**config.mk**
```make
export PLATFORM = sky130hd
export DESIGN_NAME = rv_core
export DESIGN_NICKNAME = d
export VERILOG_FILES = /design/src/rv_pkg.sv /design/src/rv_core.sv /design/src/rv_store_port.sv /design/src/rv_execute.sv /design/src/rv_regfile.sv /design/src/rv_decode.sv /design/src/rv_fetch.sv
export SDC_FILE = /design/constraint.sdc
export NUM_CORES = 2
export LEC_CHECK = 0
export ABC_AREA = 1
export BUFFER_PORTS_ARGS = -buffer_cell sky130_fd_sc_hd__buf_2
export CORE_MARGIN = 5
export CORE_UTILIZATION = 25
export DETAILED_ROUTE_END_ITERATION = 10
export PLACE_DENSITY = 0.49
export SLEW_MARGIN = 10
export SYNTH_ARGS = -nofsm -noshare
export SYNTH_HDL_FRONTEND = slang
export SYNTH_SLANG_ARGS = --single-unit
```
**constraint.sdc**
```tcl
create_clock -name clk -period 5.3 [get_ports clk]
set_clock_uncertainty 0.05 [all_clocks]
set_input_delay 0.265 -clock clk [delete_from_list [all_inputs] [get_ports clk]]
set_output_delay 0.265 -clock clk [all_outputs]
set_load 0.02 [all_outputs]
```
**src/rv_pkg.sv**
```systemverilog
`default_nettype none

package rv_pkg;

    // --------------------------------------------------
    // Widths and basic types
    // --------------------------------------------------
    localparam int XLEN = 32;

    typedef logic [XLEN-1:0] word_t;      // Data, address, instruction
    typedef logic [4:0]      reg_addr_t;  // Register index

    localparam word_t RESET_PC = 32'h0000_0000;

    // --------------------------------------------------
    // Major opcodes
    // --------------------------------------------------
    localparam logic [6:0] OPC_OP     = 7'b0110011;
    localparam logic [6:0] OPC_OP_IMM = 7'b0010011;
    localparam logic [6:0] OPC_LUI    = 7'b0110111;
    localparam logic [6:0] OPC_AUIPC  = 7'b0010111;
    localparam logic [6:0] OPC_BRANCH = 7'b1100011;
    localparam logic [6:0] OPC_JAL    = 7'b1101111;
    localparam logic [6:0] OPC_JALR   = 7'b1100111;
    localparam logic [6:0] OPC_STORE  = 7'b0100011;

    // ALU funct3
    localparam logic [2:0] F3_ADD  = 3'b000;  // Also SUB with alt
    localparam logic [2:0] F3_SLL  = 3'b001;
    localparam logic [2:0] F3_SLT  = 3'b010;
    localparam logic [2:0] F3_SLTU = 3'b011;
    localparam logic [2:0] F3_XOR  = 3'b100;
    localparam logic [2:0] F3_SR   = 3'b101;  // SRL, SRA with alt
    localparam logic [2:0] F3_OR   = 3'b110;
    localparam logic [2:0] F3_AND  = 3'b111;

    // Branch funct3
    localparam logic [2:0] F3_BEQ  = 3'b000;
    localparam logic [2:0] F3_BNE  = 3'b001;
    localparam logic [2:0] F3_BLT  = 3'b100;
    localparam logic [2:0] F3_BGE  = 3'b101;
    localparam logic [2:0] F3_BLTU = 3'b110;
    localparam logic [2:0] F3_BGEU = 3'b111;

    // --------------------------------------------------
    // Wishbone classic bundles
    // --------------------------------------------------
    typedef struct packed {
        logic  cyc;
        logic  stb;
        logic  we;
        word_t adr;
        word_t dat;
    } wb_req_t;

    typedef struct packed {
        word_t dat;
        logic  ack;
    } wb_rsp_t;

    // Decoded instruction
    typedef struct packed {
        reg_addr_t  rd;
        reg_addr_t  rs1;
        reg_addr_t  rs2;
        logic [2:0] funct3;
        logic       alt;        // funct7[5]
        logic       rd_wr;
        logic       use_imm;
        logic       is_branch;
        logic       is_jal;
        logic       is_jalr;
        logic       is_lui;
        logic       is_auipc;
        logic       is_store;
    } dec_ctrl_t;

    typedef enum logic [1:0] {
        FETCH,
        EXEC,
        RESUME
    } fetch_state_e;

endpackage

`default_nettype wire
```
**src/rv_core.sv**
```systemverilog
`timescale 1ns/1ns
`default_nettype none

module rv_core (
    input  wire                 clk,
    input  wire                 rst_n,
    output rv_pkg::wb_req_t     ibus_req_o,
    input  rv_pkg::wb_rsp_t     ibus_rsp_i,
    output rv_pkg::wb_req_t     dbus_req_o,
    input  rv_pkg::wb_rsp_t     dbus_rsp_i
);

    rv_pkg::word_t     instr;
    rv_pkg::word_t     pc;
    logic              exec_valid;
    rv_pkg::dec_ctrl_t ctrl;
    rv_pkg::word_t     imm;
    rv_pkg::word_t     rs1_data;
    rv_pkg::word_t     rs2_data;
    rv_pkg::word_t     rd_data;
    rv_pkg::word_t     next_pc;
    rv_pkg::word_t     store_adr;
    rv_pkg::word_t     store_dat;
    logic              store_busy;
    logic              store_start;
    logic              rf_wr;

    // Side effects only in the EXEC cycle
    assign store_start = exec_valid && ctrl.is_store;
    assign rf_wr       = exec_valid && ctrl.rd_wr;

    rv_fetch i_fetch (
        .clk          (clk),
        .rst_n        (rst_n),
        .ibus_req_o   (ibus_req_o),
        .ibus_rsp_i   (ibus_rsp_i),
        .next_pc_i    (next_pc),
        .store_busy_i (store_busy),
        .instr_o      (instr),
        .pc_o         (pc),
        .exec_valid_o (exec_valid)
    );

    rv_decode i_decode (
        .instr_i (instr),
        .ctrl_o  (ctrl),
        .imm_o   (imm)
    );

    rv_regfile i_regfile (
        .clk        (clk),
        .rst_n      (rst_n),
        .rs1_i      (ctrl.rs1),
        .rs2_i      (ctrl.rs2),
        .rd_i       (ctrl.rd),
        .wr_i       (rf_wr),
        .wr_data_i  (rd_data),
        .rs1_data_o (rs1_data),
        .rs2_data_o (rs2_data)
    );

    rv_execute i_execute (
        .ctrl_i      (ctrl),
        .imm_i       (imm),
        .pc_i        (pc),
        .rs1_data_i  (rs1_data),
        .rs2_data_i  (rs2_data),
        .rd_data_o   (rd_data),
        .next_pc_o   (next_pc),
        .store_adr_o (store_adr),
        .store_dat_o (store_dat)
    );

    rv_store_port i_store_port (
        .clk        (clk),
        .rst_n      (rst_n),
        .start_i    (store_start),
        .adr_i      (store_adr),
        .dat_i      (store_dat),
        .dbus_req_o (dbus_req_o),
        .dbus_rsp_i (dbus_rsp_i),
        .busy_o     (store_busy)
    );

endmodule

`default_nettype wire

```
**src/rv_store_port.sv**
```systemverilog
`timescale 1ns/1ns
`default_nettype none

module rv_store_port (
    input  wire                 clk,
    input  wire                 rst_n,
    input  wire                 start_i,
    input  rv_pkg::word_t       adr_i,
    input  rv_pkg::word_t       dat_i,
    output rv_pkg::wb_req_t     dbus_req_o,
    input  rv_pkg::wb_rsp_t     dbus_rsp_i,
    output logic                busy_o
);

    logic          busy;
    rv_pkg::word_t adr_q;
    rv_pkg::word_t dat_q;

    // One write in flight, ends the cycle after ack
    always_ff @(posedge clk or negedge rst_n) begin
        if (!rst_n) begin
            busy <= 1'b0;
        end else if (start_i) begin
            busy <= 1'b1;
        end else if (busy && dbus_rsp_i.ack) begin
            busy <= 1'b0;
        end
    end

    always_ff @(posedge clk) begin
        if (start_i) begin
            adr_q <= adr_i;
            dat_q <= dat_i;
        end
    end

    // --------------------------------------------------
    // Data bus, full word writes only
    // --------------------------------------------------
    always_comb begin
        dbus_req_o.cyc = busy;
        dbus_req_o.stb = busy;
        dbus_req_o.we  = busy;
        dbus_req_o.adr = adr_q;
        dbus_req_o.dat = dat_q;
    end

    assign busy_o = busy;

endmodule

`default_nettype wire

```
**src/rv_execute.sv**
```systemverilog
`timescale 1ns/1ns
`default_nettype none

module rv_execute (
    input  rv_pkg::dec_ctrl_t ctrl_i,
    input  rv_pkg::word_t     imm_i,
    input  rv_pkg::word_t     pc_i,
    input  rv_pkg::word_t     rs1_data_i,
    input  rv_pkg::word_t     rs2_data_i,
    output rv_pkg::word_t     rd_data_o,
    output rv_pkg::word_t     next_pc_o,
    output rv_pkg::word_t     store_adr_o,
    output rv_pkg::word_t     store_dat_o
);

    rv_pkg::word_t op_b;
    logic [4:0]    shamt;
    rv_pkg::word_t alu_res;
    rv_pkg::word_t pc_plus4;
    rv_pkg::word_t pc_plus_imm;
    rv_pkg::word_t rs1_plus_imm;
    logic          cmp_eq;
    logic          cmp_lt;
    logic          cmp_ltu;
    logic          cond;
    logic          taken;

    // --------------------------------------------------
    // ALU
    // --------------------------------------------------
    assign op_b  = ctrl_i.use_imm ? imm_i : rs2_data_i;
    assign shamt = op_b[4:0];

    always_comb begin
        case (ctrl_i.funct3)
            rv_pkg::F3_ADD:  alu_res = ctrl_i.alt ? rs1_data_i - op_b : rs1_data_i + op_b;
            rv_pkg::F3_SLL:  alu_res = rs1_data_i << shamt;
            rv_pkg::F3_SLT:  alu_res = {31'b0, $signed(rs1_data_i) < $signed(op_b)};
            rv_pkg::F3_SLTU: alu_res = {31'b0, rs1_data_i < op_b};
            rv_pkg::F3_XOR:  alu_res = rs1_data_i ^ op_b;
            rv_pkg::F3_SR: begin
                if (ctrl_i.alt) begin
                    alu_res = $signed(rs1_data_i) >>> shamt;  // SRA
                end else begin
                    alu_res = rs1_data_i >> shamt;
                end
            end
            rv_pkg::F3_OR:   alu_res = rs1_data_i | op_b;
            default:         alu_res = rs1_data_i & op_b;  // AND
        endcase
    end

    // --------------------------------------------------
    // Branch condition
    // --------------------------------------------------
    assign cmp_eq  = (rs1_data_i == rs2_data_i);
    assign cmp_lt  = ($signed(rs1_data_i) < $signed(rs2_data_i));
    assign cmp_ltu = (rs1_data_i < rs2_data_i);

    always_comb begin
        case (ctrl_i.funct3)
            rv_pkg::F3_BEQ:  cond = cmp_eq;
            rv_pkg::F3_BNE:  cond = !cmp_eq;
            rv_pkg::F3_BLT:  cond = cmp_lt;
            rv_pkg::F3_BGE:  cond = !cmp_lt;
            rv_pkg::F3_BLTU: cond = cmp_ltu;
            rv_pkg::F3_BGEU: cond = !cmp_ltu;
            default:         cond = 1'b0;  // Reserved encodings fall through
        endcase
    end

    assign taken = ctrl_i.is_branch && cond;

    // Adders shared by link, target and store address
    assign pc_plus4     = pc_i + 32'd4;
    assign pc_plus_imm  = pc_i + imm_i;
    assign rs1_plus_imm = rs1_data_i + imm_i;

    always_comb begin
        if (ctrl_i.is_lui) begin
            rd_data_o = imm_i;
        end else if (ctrl_i.is_auipc) begin
            rd_data_o = pc_plus_imm;
        end else if (ctrl_i.is_jal || ctrl_i.is_jalr) begin
            rd_data_o = pc_plus4;  // Link
        end else begin
            rd_data_o = alu_res;
        end
    end

    always_comb begin
        if (ctrl_i.is_jalr) begin
            next_pc_o = {rs1_plus_imm[31:1], 1'b0};
        end else if (ctrl_i.is_jal || taken) begin
            next_pc_o = pc_plus_imm;
        end else begin
            next_pc_o = pc_plus4;
        end
    end

    assign store_adr_o = rs1_plus_imm;
    assign store_dat_o = rs2_data_i;

endmodule

`default_nettype wire

```
**src/rv_regfile.sv**
```systemverilog
`timescale 1ns/1ns
`default_nettype none

module rv_regfile (
    input  wire                 clk,
    input  wire                 rst_n,
    input  rv_pkg::reg_addr_t   rs1_i,
    input  rv_pkg::reg_addr_t   rs2_i,
    input  rv_pkg::reg_addr_t   rd_i,
    input  wire                 wr_i,
    input  rv_pkg::word_t       wr_data_i,
    output rv_pkg::word_t       rs1_data_o,
    output rv_pkg::word_t       rs2_data_o
);

    rv_pkg::word_t regs [1:31];  // x0 has no storage

    always_ff @(posedge clk or negedge rst_n) begin
        if (!rst_n) begin
            for (int i = 1; i < 32; i++) begin
                regs[i] <= '0;
            end
        end else if (wr_i && rd_i != 5'd0) begin
            regs[rd_i] <= wr_data_i;
        end
    end

    // Asynchronous reads
    assign rs1_data_o = (rs1_i == 5'd0) ? '0 : regs[rs1_i];
    assign rs2_data_o = (rs2_i == 5'd0) ? '0 : regs[rs2_i];

endmodule

`default_nettype wire

```
**src/rv_decode.sv**
```systemverilog
`timescale 1ns/1ns
`default_nettype none

module rv_decode (
    input  rv_pkg::word_t     instr_i,
    output rv_pkg::dec_ctrl_t ctrl_o,
    output rv_pkg::word_t     imm_o
);

    logic [6:0]    opcode;
    logic [2:0]    funct3;
    rv_pkg::word_t imm_i_type;
    rv_pkg::word_t imm_s_type;
    rv_pkg::word_t imm_b_type;
    rv_pkg::word_t imm_u_type;
    rv_pkg::word_t imm_j_type;

    assign opcode = instr_i[6:0];
    assign funct3 = instr_i[14:12];

    // --------------------------------------------------
    // Immediate formats, all sign extended from bit 31
    // --------------------------------------------------
    assign imm_i_type = {{20{instr_i[31]}}, instr_i[31:20]};
    assign imm_s_type = {{20{instr_i[31]}}, instr_i[31:25], instr_i[11:7]};
    assign imm_b_type = {{19{instr_i[31]}}, instr_i[31], instr_i[7],
                         instr_i[30:25], instr_i[11:8], 1'b0};
    assign imm_u_type = {instr_i[31:12], 12'b0};
    assign imm_j_type = {{11{instr_i[31]}}, instr_i[31], instr_i[19:12],
                         instr_i[20], instr_i[30:21], 1'b0};

    always_comb begin
        ctrl_o = '0;  // Unknown opcode acts as a no-op
        imm_o  = '0;
        case (opcode)
            rv_pkg::OPC_OP: begin
                ctrl_o.rs1    = instr_i[19:15];
                ctrl_o.rs2    = instr_i[24:20];
                ctrl_o.rd_wr  = 1'b1;
                ctrl_o.funct3 = funct3;
                ctrl_o.alt    = instr_i[30];
            end
            rv_pkg::OPC_OP_IMM: begin
                ctrl_o.rs1     = instr_i[19:15];
                ctrl_o.rd_wr   = 1'b1;
                ctrl_o.use_imm = 1'b1;
                ctrl_o.funct3  = funct3;
                // No SUBI, so alt only matters for shifts right
                ctrl_o.alt     = (funct3 == rv_pkg::F3_SR) && instr_i[30];
                imm_o          = imm_i_type;
            end
            rv_pkg::OPC_LUI: begin
                ctrl_o.rd_wr  = 1'b1;
                ctrl_o.is_lui = 1'b1;
                imm_o         = imm_u_type;
            end
            rv_pkg::OPC_AUIPC: begin
                ctrl_o.rd_wr    = 1'b1;
                ctrl_o.is_auipc = 1'b1;
                imm_o           = imm_u_type;
            end
            rv_pkg::OPC_BRANCH: begin
                ctrl_o.rs1       = instr_i[19:15];
                ctrl_o.rs2       = instr_i[24:20];
                ctrl_o.funct3    = funct3;
                ctrl_o.is_branch = 1'b1;
                imm_o            = imm_b_type;
            end
            rv_pkg::OPC_JAL: begin
                ctrl_o.rd_wr  = 1'b1;
                ctrl_o.is_jal = 1'b1;
                imm_o         = imm_j_type;
            end
            rv_pkg::OPC_JALR: begin
                ctrl_o.rs1     = instr_i[19:15];
                ctrl_o.rd_wr   = 1'b1;
                ctrl_o.is_jalr = 1'b1;
                imm_o          = imm_i_type;
            end
            rv_pkg::OPC_STORE: begin
                ctrl_o.rs1      = instr_i[19:15];
                ctrl_o.rs2      = instr_i[24:20];
                ctrl_o.is_store = 1'b1;  // Always a word
                imm_o           = imm_s_type;
            end
            default: begin
                ctrl_o = '0;
            end
        endcase

        // Writing classes carry rd, x0 target drops the write
        if (ctrl_o.rd_wr) begin
            ctrl_o.rd    = instr_i[11:7];
            ctrl_o.rd_wr = (instr_i[11:7] != 5'd0);
        end
    end

endmodule

`default_nettype wire

```
**src/rv_fetch.sv**
```systemverilog
`timescale 1ns/1ns
`default_nettype none

module rv_fetch (
    input  wire                 clk,
    input  wire                 rst_n,
    output rv_pkg::wb_req_t     ibus_req_o,
    input  rv_pkg::wb_rsp_t     ibus_rsp_i,
    input  rv_pkg::word_t       next_pc_i,
    input  wire                 store_busy_i,
    output rv_pkg::word_t       instr_o,
    output rv_pkg::word_t       pc_o,
    output logic                exec_valid_o
);

    rv_pkg::fetch_state_e state;
    rv_pkg::word_t        pc;
    rv_pkg::word_t        instr;

    // --------------------------------------------------
    // Sequencer
    // --------------------------------------------------
    always_ff @(posedge clk or negedge rst_n) begin
        if (!rst_n) begin
            state <= rv_pkg::FETCH;
        end else begin
            case (state)
                rv_pkg::FETCH: begin
                    if (ibus_rsp_i.ack) begin
                        state <= rv_pkg::EXEC;
                    end
                end
                rv_pkg::EXEC: begin
                    state <= rv_pkg::RESUME;  // Always one cycle here
                end
                rv_pkg::RESUME: begin
                    if (!store_busy_i) begin
                        state <= rv_pkg::FETCH;
                    end
                end
                default: begin
                    state <= rv_pkg::FETCH;
                end
            endcase
        end
    end

    // PC moves on at the end of EXEC
    always_ff @(posedge clk or negedge rst_n) begin
        if (!rst_n) begin
            pc <= rv_pkg::RESET_PC;
        end else if (state == rv_pkg::EXEC) begin
            pc <= next_pc_i;
        end
    end

    // Instruction word captured with the ack
    always_ff @(posedge clk) begin
        if (state == rv_pkg::FETCH && ibus_rsp_i.ack) begin
            instr <= ibus_rsp_i.dat;
        end
    end

    // --------------------------------------------------
    // Instruction bus, read only
    // --------------------------------------------------
    always_comb begin
        ibus_req_o.cyc = (state == rv_pkg::FETCH);
        ibus_req_o.stb = (state == rv_pkg::FETCH);
        ibus_req_o.we  = 1'b0;
        ibus_req_o.adr = pc;
        ibus_req_o.dat = '0;
    end

    assign instr_o      = instr;
    assign pc_o         = pc;
    assign exec_valid_o = (state == rv_pkg::EXEC);

endmodule

`default_nettype wire

```
# After elaboration in Yosys (flattened, before gate mapping)
# Cells that the tools add are included.
[op_classes]
shifts = 3
bitwise_logic = 6
reduce_logical = 27
order_cmp = 8
addsub = 5
n_mux = 41
eq_ne = 21
[ops]
columns = ["operator", "count"]
rows = [
  ["$bwmux W992", 1],
  ["$mux W32", 15],
  ["$bmux W32 S5", 2],
  ["$pmux W32 S7", 1],
  ["$demux W32 S5", 1],
  ["$pmux W32 S5", 1],
  ["$lt A32 B32 Y1", 4],
  ["$add A32 B32 Y32", 3],
  ["$add A32 B3 Y32 const B", 1],
  ["$and A32 B32 Y32", 1],
  ["$eq A32 B32 Y1", 1],
  ["$or A32 B32 Y32", 1],
  ["$shl A32 B5 Y32", 1],
  ["$shr A32 B5 Y32", 1],
  ["$sshr A32 B5 Y32", 1],
  ["$sub A32 B32 Y32", 1],
  ["$xor A32 B32 Y32", 1],
  ["$eq A7 B6 Y1 const B", 3],
  ["$eq A7 B7 Y1 const B", 3],
  ["$ge A6 B6 Y1 const B", 3],
  ["$not A5 Y6", 3],
  ["$eq A3 B3 Y1 const B", 5],
  ["$mux W5", 3],
  ["$eq A7 B5 Y1 const B", 2],
  ["26 further kinds", 52],
]
[totals]
ff_bits = 1123
wordCells = 148

# Depth between registers and ports, before layout
[logic_depth]
word_depth = 16
mapped_depth = 48
mapped_depth_nobuf = 45

# Cells and area by module
# A second synthesis with hierarchy kept.
[hier_totals]
hier_cells = 12868
hier_area_um2 = 81620.8
[modules_own_cells]
columns = ["module", "instances", "cells_each", "area_each_um2"]
rows = [
  ["rv_regfile", 1, 8850, 58048.2],
  ["rv_execute", 1, 3528, 17932.2],
  ["rv_fetch", 1, 248, 2832.7],
  ["rv_store_port", 1, 72, 1984.4],
  ["rv_decode", 1, 166, 808.3],
  ["rv_core", 1, 4, 15.0],
]

# Least setup slack after synthesis
# OpenSTA, ideal clock, no wires.
[synth_timing]
kind = "reg2reg"
start = "register i_fetch.instr[2], in the netlist i_fetch.instr_o[2]"
end = "register i_regfile.regs[221] (netlist bit)"
path_stages_with_launch = 37
n_path_buf = 7
slack_ps = 12
setup_time_ps = 117
period_less_slack_ps = 5288
arrival_time_ps = 5120
path_cell_list = "edfxtp_1 > inv_1 > nand2_1 > nor2_2 > o21ai_4 > nor2_4 > buf_2 > buf_4 > clkbuf_1 > clkbuf_1 > clkbuf_1 > nand2_1 > a32oi_1 > o221ai_1 > nand2_1 > nor2_1 > ha_1 > clkbuf_1 > inv_1 > a21oi_1 > inv_1 > a21oi_1 > o21ai_0 > a211oi_1 > nand2_1 > a211oi_1 > a21oi_1 > or2_2 > nand3_1 > nand3_1 > nand2_1 > nand2_1 > nand2_1 > nand2_1 > buf_4 > nand2_1 > nand2_1"
[synth_between]
elab_chain_cells = 16
elab_cells_between_ends = 73
cone_classes = "add/sub: 3; order compare: 2; eq/ne: 14; shift: 3; mux: 31; bitwise: 6; reduce/logical: 14"
[synth_rtl]
columns = ["item", "line", "text"]
rows = [
  ["start, declared", "rv_fetch.sv:18", "rv_pkg::word_t instr;"],
  ["start signal, assigned", "rv_fetch.sv:60", "instr <= ibus_rsp_i.dat;"],
  ["$eq A7 B6 Y1 / $eq A7 B7 Y1 (equally long branches)", "rv_decode.sv:35", "case (opcode)"],
  ["$reduce_or A3 Y1 (no source line) *", "--", ""],
  ["$mux W5 *", "rv_decode.sv:35", ""],
  ["$not A5 Y6 (implied by the code)", "rv_regfile.sv:30", "assign rs2_data_o = (rs2_i == 5'd0) ? '0 : regs[rs2_i];"],
  ["$bmux W32 S5", "rv_regfile.sv:30", ""],
  ["$mux W32 (implied by the code) (2 in a row)", "rv_regfile.sv:30", ""],
  ["$mux W32 *", "rv_regfile.sv:30", ""],
  ["named net i_execute.rs2_data_i[14]", "rv_execute.sv:9", "input rv_pkg::word_t rs2_data_i,"],
  ["$mux W32 *", "rv_execute.sv:31", "assign op_b = ctrl_i.use_imm ? imm_i : rs2_data_i;"],
  ["$add A32 B32 Y32 / $sub A32 B32 Y32 (equally long branches)", "rv_execute.sv:36", "rv_pkg::F3_ADD: alu_res = ctrl_i.alt ? rs1_data_i - op_b : rs1_data_i + op_b;"],
  ["$mux W32 *", "rv_execute.sv:36", ""],
  ["$pmux W32 S7 *", "rv_execute.sv:35", "case (ctrl_i.funct3)"],
  ["$mux W32 *", "rv_execute.sv:84", "end else if (ctrl_i.is_jal || ctrl_i.is_jalr) begin"],
  ["$mux W32 *", "rv_execute.sv:82", "end else if (ctrl_i.is_auipc) begin"],
  ["$mux W32 *", "rv_execute.sv:80", "if (ctrl_i.is_lui) begin"],
  ["$bwmux W992 *", "rv_regfile.sv:24", "regs[rd_i] <= wr_data_i;"],
  ["end signal, assigned by index", "rv_regfile.sv:24", ""],
  ["end, declared", "rv_regfile.sv:16", "rv_pkg::word_t regs [1:31];"],
]
# The timed path passes the listed nets; every way through them passes the cells marked *. The select of a mux whose other input is x is not followed.
# A chain may end at the register's enable or synchronous reset.

# Worst setup path after layout
[layout_timing]
start = "register i_fetch.instr[5], in the netlist i_fetch.instr_o[5]"
end = "register i_regfile.regs[606] (netlist bit)"
# The elaborated chain is that of the path after synthesis.

==> results.py <==
metrics = {
    "status": {
        "status": "finished, violations left",
        "violations": "negative setup slack",
    },
    "clock_network": {
        "h-tree-depth": 4,
        "tritoncts": "yes",
        "clock-sinks": 1123,
        "clkLatencyLatePin_ns": 0.90,
        "cts_buffer_depth": 3,
        "numCtsBuffers": 145,
        "clockRootBuffer": "clkbuf_16",
        "path_clk_slew_ns": 0.06,
    },
    "setup_path": {
        "worst-setup-path-type": "reg2reg",
        "crit_required_ns": 6.03,
        "cp_max_fo": 8,
        "cp-end-kind": "flip-flop",
        "cp_slowest_stage_delay_ns": 0.52,
        "start_kind": "flip-flop",
        "cpMostUsedCell": "nand2_1",
        "worstPathArrival_ns": 6.72,
        "r2r_setup_slack_ns": -0.70,
        "cp_slowest_cell": "edfxtp_1",
    },
    "logic_synthesis": {
        "async_flop_share_pct": 91.45,
        "synth_ff_type": "dfrtp_1",
        "synth_edf_count": 96,
        "synth_cells": 11820,
        "yosysWarnings": 0,
        "post_synth.cell_area_avg_um2": 6.668,
        "ys_seq_area_share_pct": 36.28,
        "synth_area_um2": 78790,
        "synth_cell_types": 73,
        "ys_ff_latch": 1123,
    },
    "place": {
        "place.port_buffers": 136,
        "place_congestion": 0.9959,
        "dpl_cell_area_um2": 94370,
        "dpl.hpwl_mm": 320.7,
    },
    "routing": {
        "post_drt_wl_per_cell_um": 28.01,
        "first_iter_violations": 13090,
        "vias": 93980,
        "routed_via_density": 5.482,
        "routed_wl_mm": 480.2,
        "ant_nets": 0,
        "dr.pass1.iters": 6,
        "drc": 0,
    },
    "timing": {
        "rsz0062_at_grt": "yes",
        "slew_viol_final": 0,
        "post-route-min-period_ns": 5.995,
        "finalCritPeriodShare_pct": 113.1,
        "fmaxAchievable_ghz": 0.1668,
        "slew_headroom_pct": 22.64,
        "hold_viol": 0,
        "timing.hold.ws_ns": 0.04681,
        "report.final.setup_viol": 910,
        "setup_ws_ns": -0.6951,
        "tightest_slew_ns": 1.160,
    },
    "die": {
        "io_pins": 202,
        "die_w_um": 571.4,
        "core_area_um2": 314500,
        "start_util_pct": 25.06,
        "fp.dieArea_um2": 326500,
        "dieHeight_um": 571.4,
        "rows": 206,
    },
    "final_layout": {
        "fillers": 33730,
        "drive_above_1_share_pct": 20.50,
        "area_growth_syn_to_layout_pct": 33.44,
        "final_util_pct": 33.43,
        "final_common_cell": "nand2_1",
        "nNetsFinal": 13120,
        "final_cell_mix": "nand2_1, nand3_1, buf_4, dfrtp_1, inv_1",
        "final_area_um2": 105100,
    },
    "grt": {
        "grt_pass1_vias": 86560,
        "grt_antenna_before_repair": 26,
        "gr-usage-all-layers_pct": 27.58,
        "overflow": 0,
        "grt_max_degree": 128,
        "grt_first_pass_wirelength_mm": 656.8,
    },
    "pwr": {
        "p_int_uw": 16870,
        "power_frac_comb_pct": 20.3,
        "power_density_nw_per_um2": 235.3,
        "seq_power_share_pct": 36.8,
        "peakVddDrop_mv": 0.3758,
        "clkPwrFrac_pct": 42.9,
        "netSwitchingFraction_pct": 31.81,
        "p_leak_uw": 0.05141,
        "netSwitchingPower_uw": 7867,
    },
    "hold_path": {
        "hold_path.class": "in2reg",
    },
    "job": {
        "maxCapViolCount": 0,
    },
}
## power by group through the flow
stage | Clock [uW] | Sequential, uW | Combinational, uW
2_1_floorplan | 0 | 9250 | 2040
3_3_place_gp | 0 | 9260 | 4430
3_5_place_dp | 0 | 9250 | 4410
4_1_cts | 10700 | 9100 | 4570
5_1_grt | 11100 | 9110 | 5270
6_report | 10600 | 9100 | 5020
## sequential cells by signal (all words and copies together) (netlist names)
name                 flops
i_store_port.dat_q      32
i_fetch.pc_o            32
i_fetch.state            2
i_fetch.instr_o         32
i_store_port.busy_o      1
i_regfile.regs         992
i_store_port.adr_q      32
## synth_stat cells, types with 15 or more instances
master        n  share of area (%)
clkbuf_1    462                2.2
dfrtp_1    1027                 33
inv_2        15              0.071
a32oi_1      48               0.53
ha_1        194                3.1
o22ai_1      15               0.12
xor2_1       75               0.83
o211ai_1     99               0.94
a22oi_1      27               0.26
buf_6        30               0.43
edfxtp_1     96                3.7
a32o_1       25               0.32
buf_2       182                1.2
o311ai_0     16               0.18
nand2_1    4770                 23
nand3_1    2302                 15
o31ai_1      16               0.15
nor3_1       48               0.30
or2_2        37               0.29
buf_1       136               0.65
o21ai_1      80               0.51
nand2_2      20               0.16
a211oi_1     17               0.16
a21oi_1     370                2.4
xnor2_1      24               0.27
nor2_1      288                1.4
nand4_1      37               0.29
buf_4       151                1.4
o2111ai_1    74               0.82
o21ai_0     255                1.6
o221ai_1     24               0.27
a31oi_1      34               0.27
inv_1       596                2.8
a221oi_1     80               0.89
## metal layers
metal  vias to the layer above  global-route usage (%)  wire, um
li1                      41070                       -         -
met1                     45310                   36.00    187800
met4                        10                   16.01     34940
met5                         -                       0        76
met2                      6071                   41.12    202000
met3                      1519                   7.106     55440
## stage by stage
step / total power [uW] / setup slack [ns] / cells / setup TNS [ns]
floorplan: 11290 / 0.01232 / 11850 / 0
global placement: 13690 / -1.083 / 16660 / -652.49
detailed placement: 13670 / -1.081 / 16660 / -671.50
CTS: 24410 / -0.7019 / 16980 / -457.67
global route: 25450 / -0.8691 / 17130 / -624.20
finish: 24740 / -0.6951 / 17140 / -434.27
## final timing paths
check                               startpoint             endpoint  cells past startpoint
setup / recovery            i_fetch.instr_o[5]  i_regfile.regs[606]                     41
hold / removal                  ibus_rsp_i[26]  i_fetch.instr_o[25]                      2
setup reg to reg            i_fetch.instr_o[5]  i_regfile.regs[606]                     41
hold reg to reg            i_regfile.regs[570]  i_regfile.regs[570]                      2
max in group asynchronous                rst_n  i_regfile.regs[674]                      3
min in group asynchronous                rst_n  i_regfile.regs[334]                      2
## critical path: cells and delay by family (launching register included)
kind / cells / cell delay (ns)
AO/OA/AOI/OAI: 6 / 0.91
XOR/XNOR: 1 / 0.15
adder cells (fa/ha/maj): 1 / 0.21
buffers and inverters: 12 / 1.84
flip-flops: 1 / 0.52
AND/OR/NAND/NOR: 21 / 2.17
## area by class of cell
type | count | area [um^2] | share of cell area [%]
antenna | 14 | 35.03 | 0.03332
multi-input combinational | 9141 | 45880 | 43.64
inverter | 623 | 2427 | 2.309
sequential | 1123 | 28580 | 27.19
tap | 4160 | 5205 | 4.951
clock buffer | 206 | 4233 | 4.026
timing repair buffer | 1822 | 18030 | 17.15
clock inverter | 54 | 742.0 | 0.7058
## kinds of logic (layout without fill, tap and decap cells)
logic type               after synthesis  count (layout)  share of synthesized area [%]
other                                  1              47                       0.004760
flip-flops                          1123            1123                          36.28
XOR/XNOR                              99              99                          1.101
buffers and inverters               1584            2705                          8.849
AND/OR/NAND/NOR                     7570            7571                          40.54
multiplexers                           2               2                        0.02541
adder cells (fa/ha/maj)              198             198                          3.183
AO/OA/AOI/OAI                       1238            1238                          10.02
## what timing repair did
item                                    4_1_cts  5_1_grt
hold buffers                                 35        0
setup buffers                                18      106
hold endpoints to repair                    112        0
resized for setup                           184      577
cloned                                        9       46
endpoints found under the setup margin      883     1041
pin swaps                                    27      203
No activity file was read; power rests on OpenSTA's default activity.
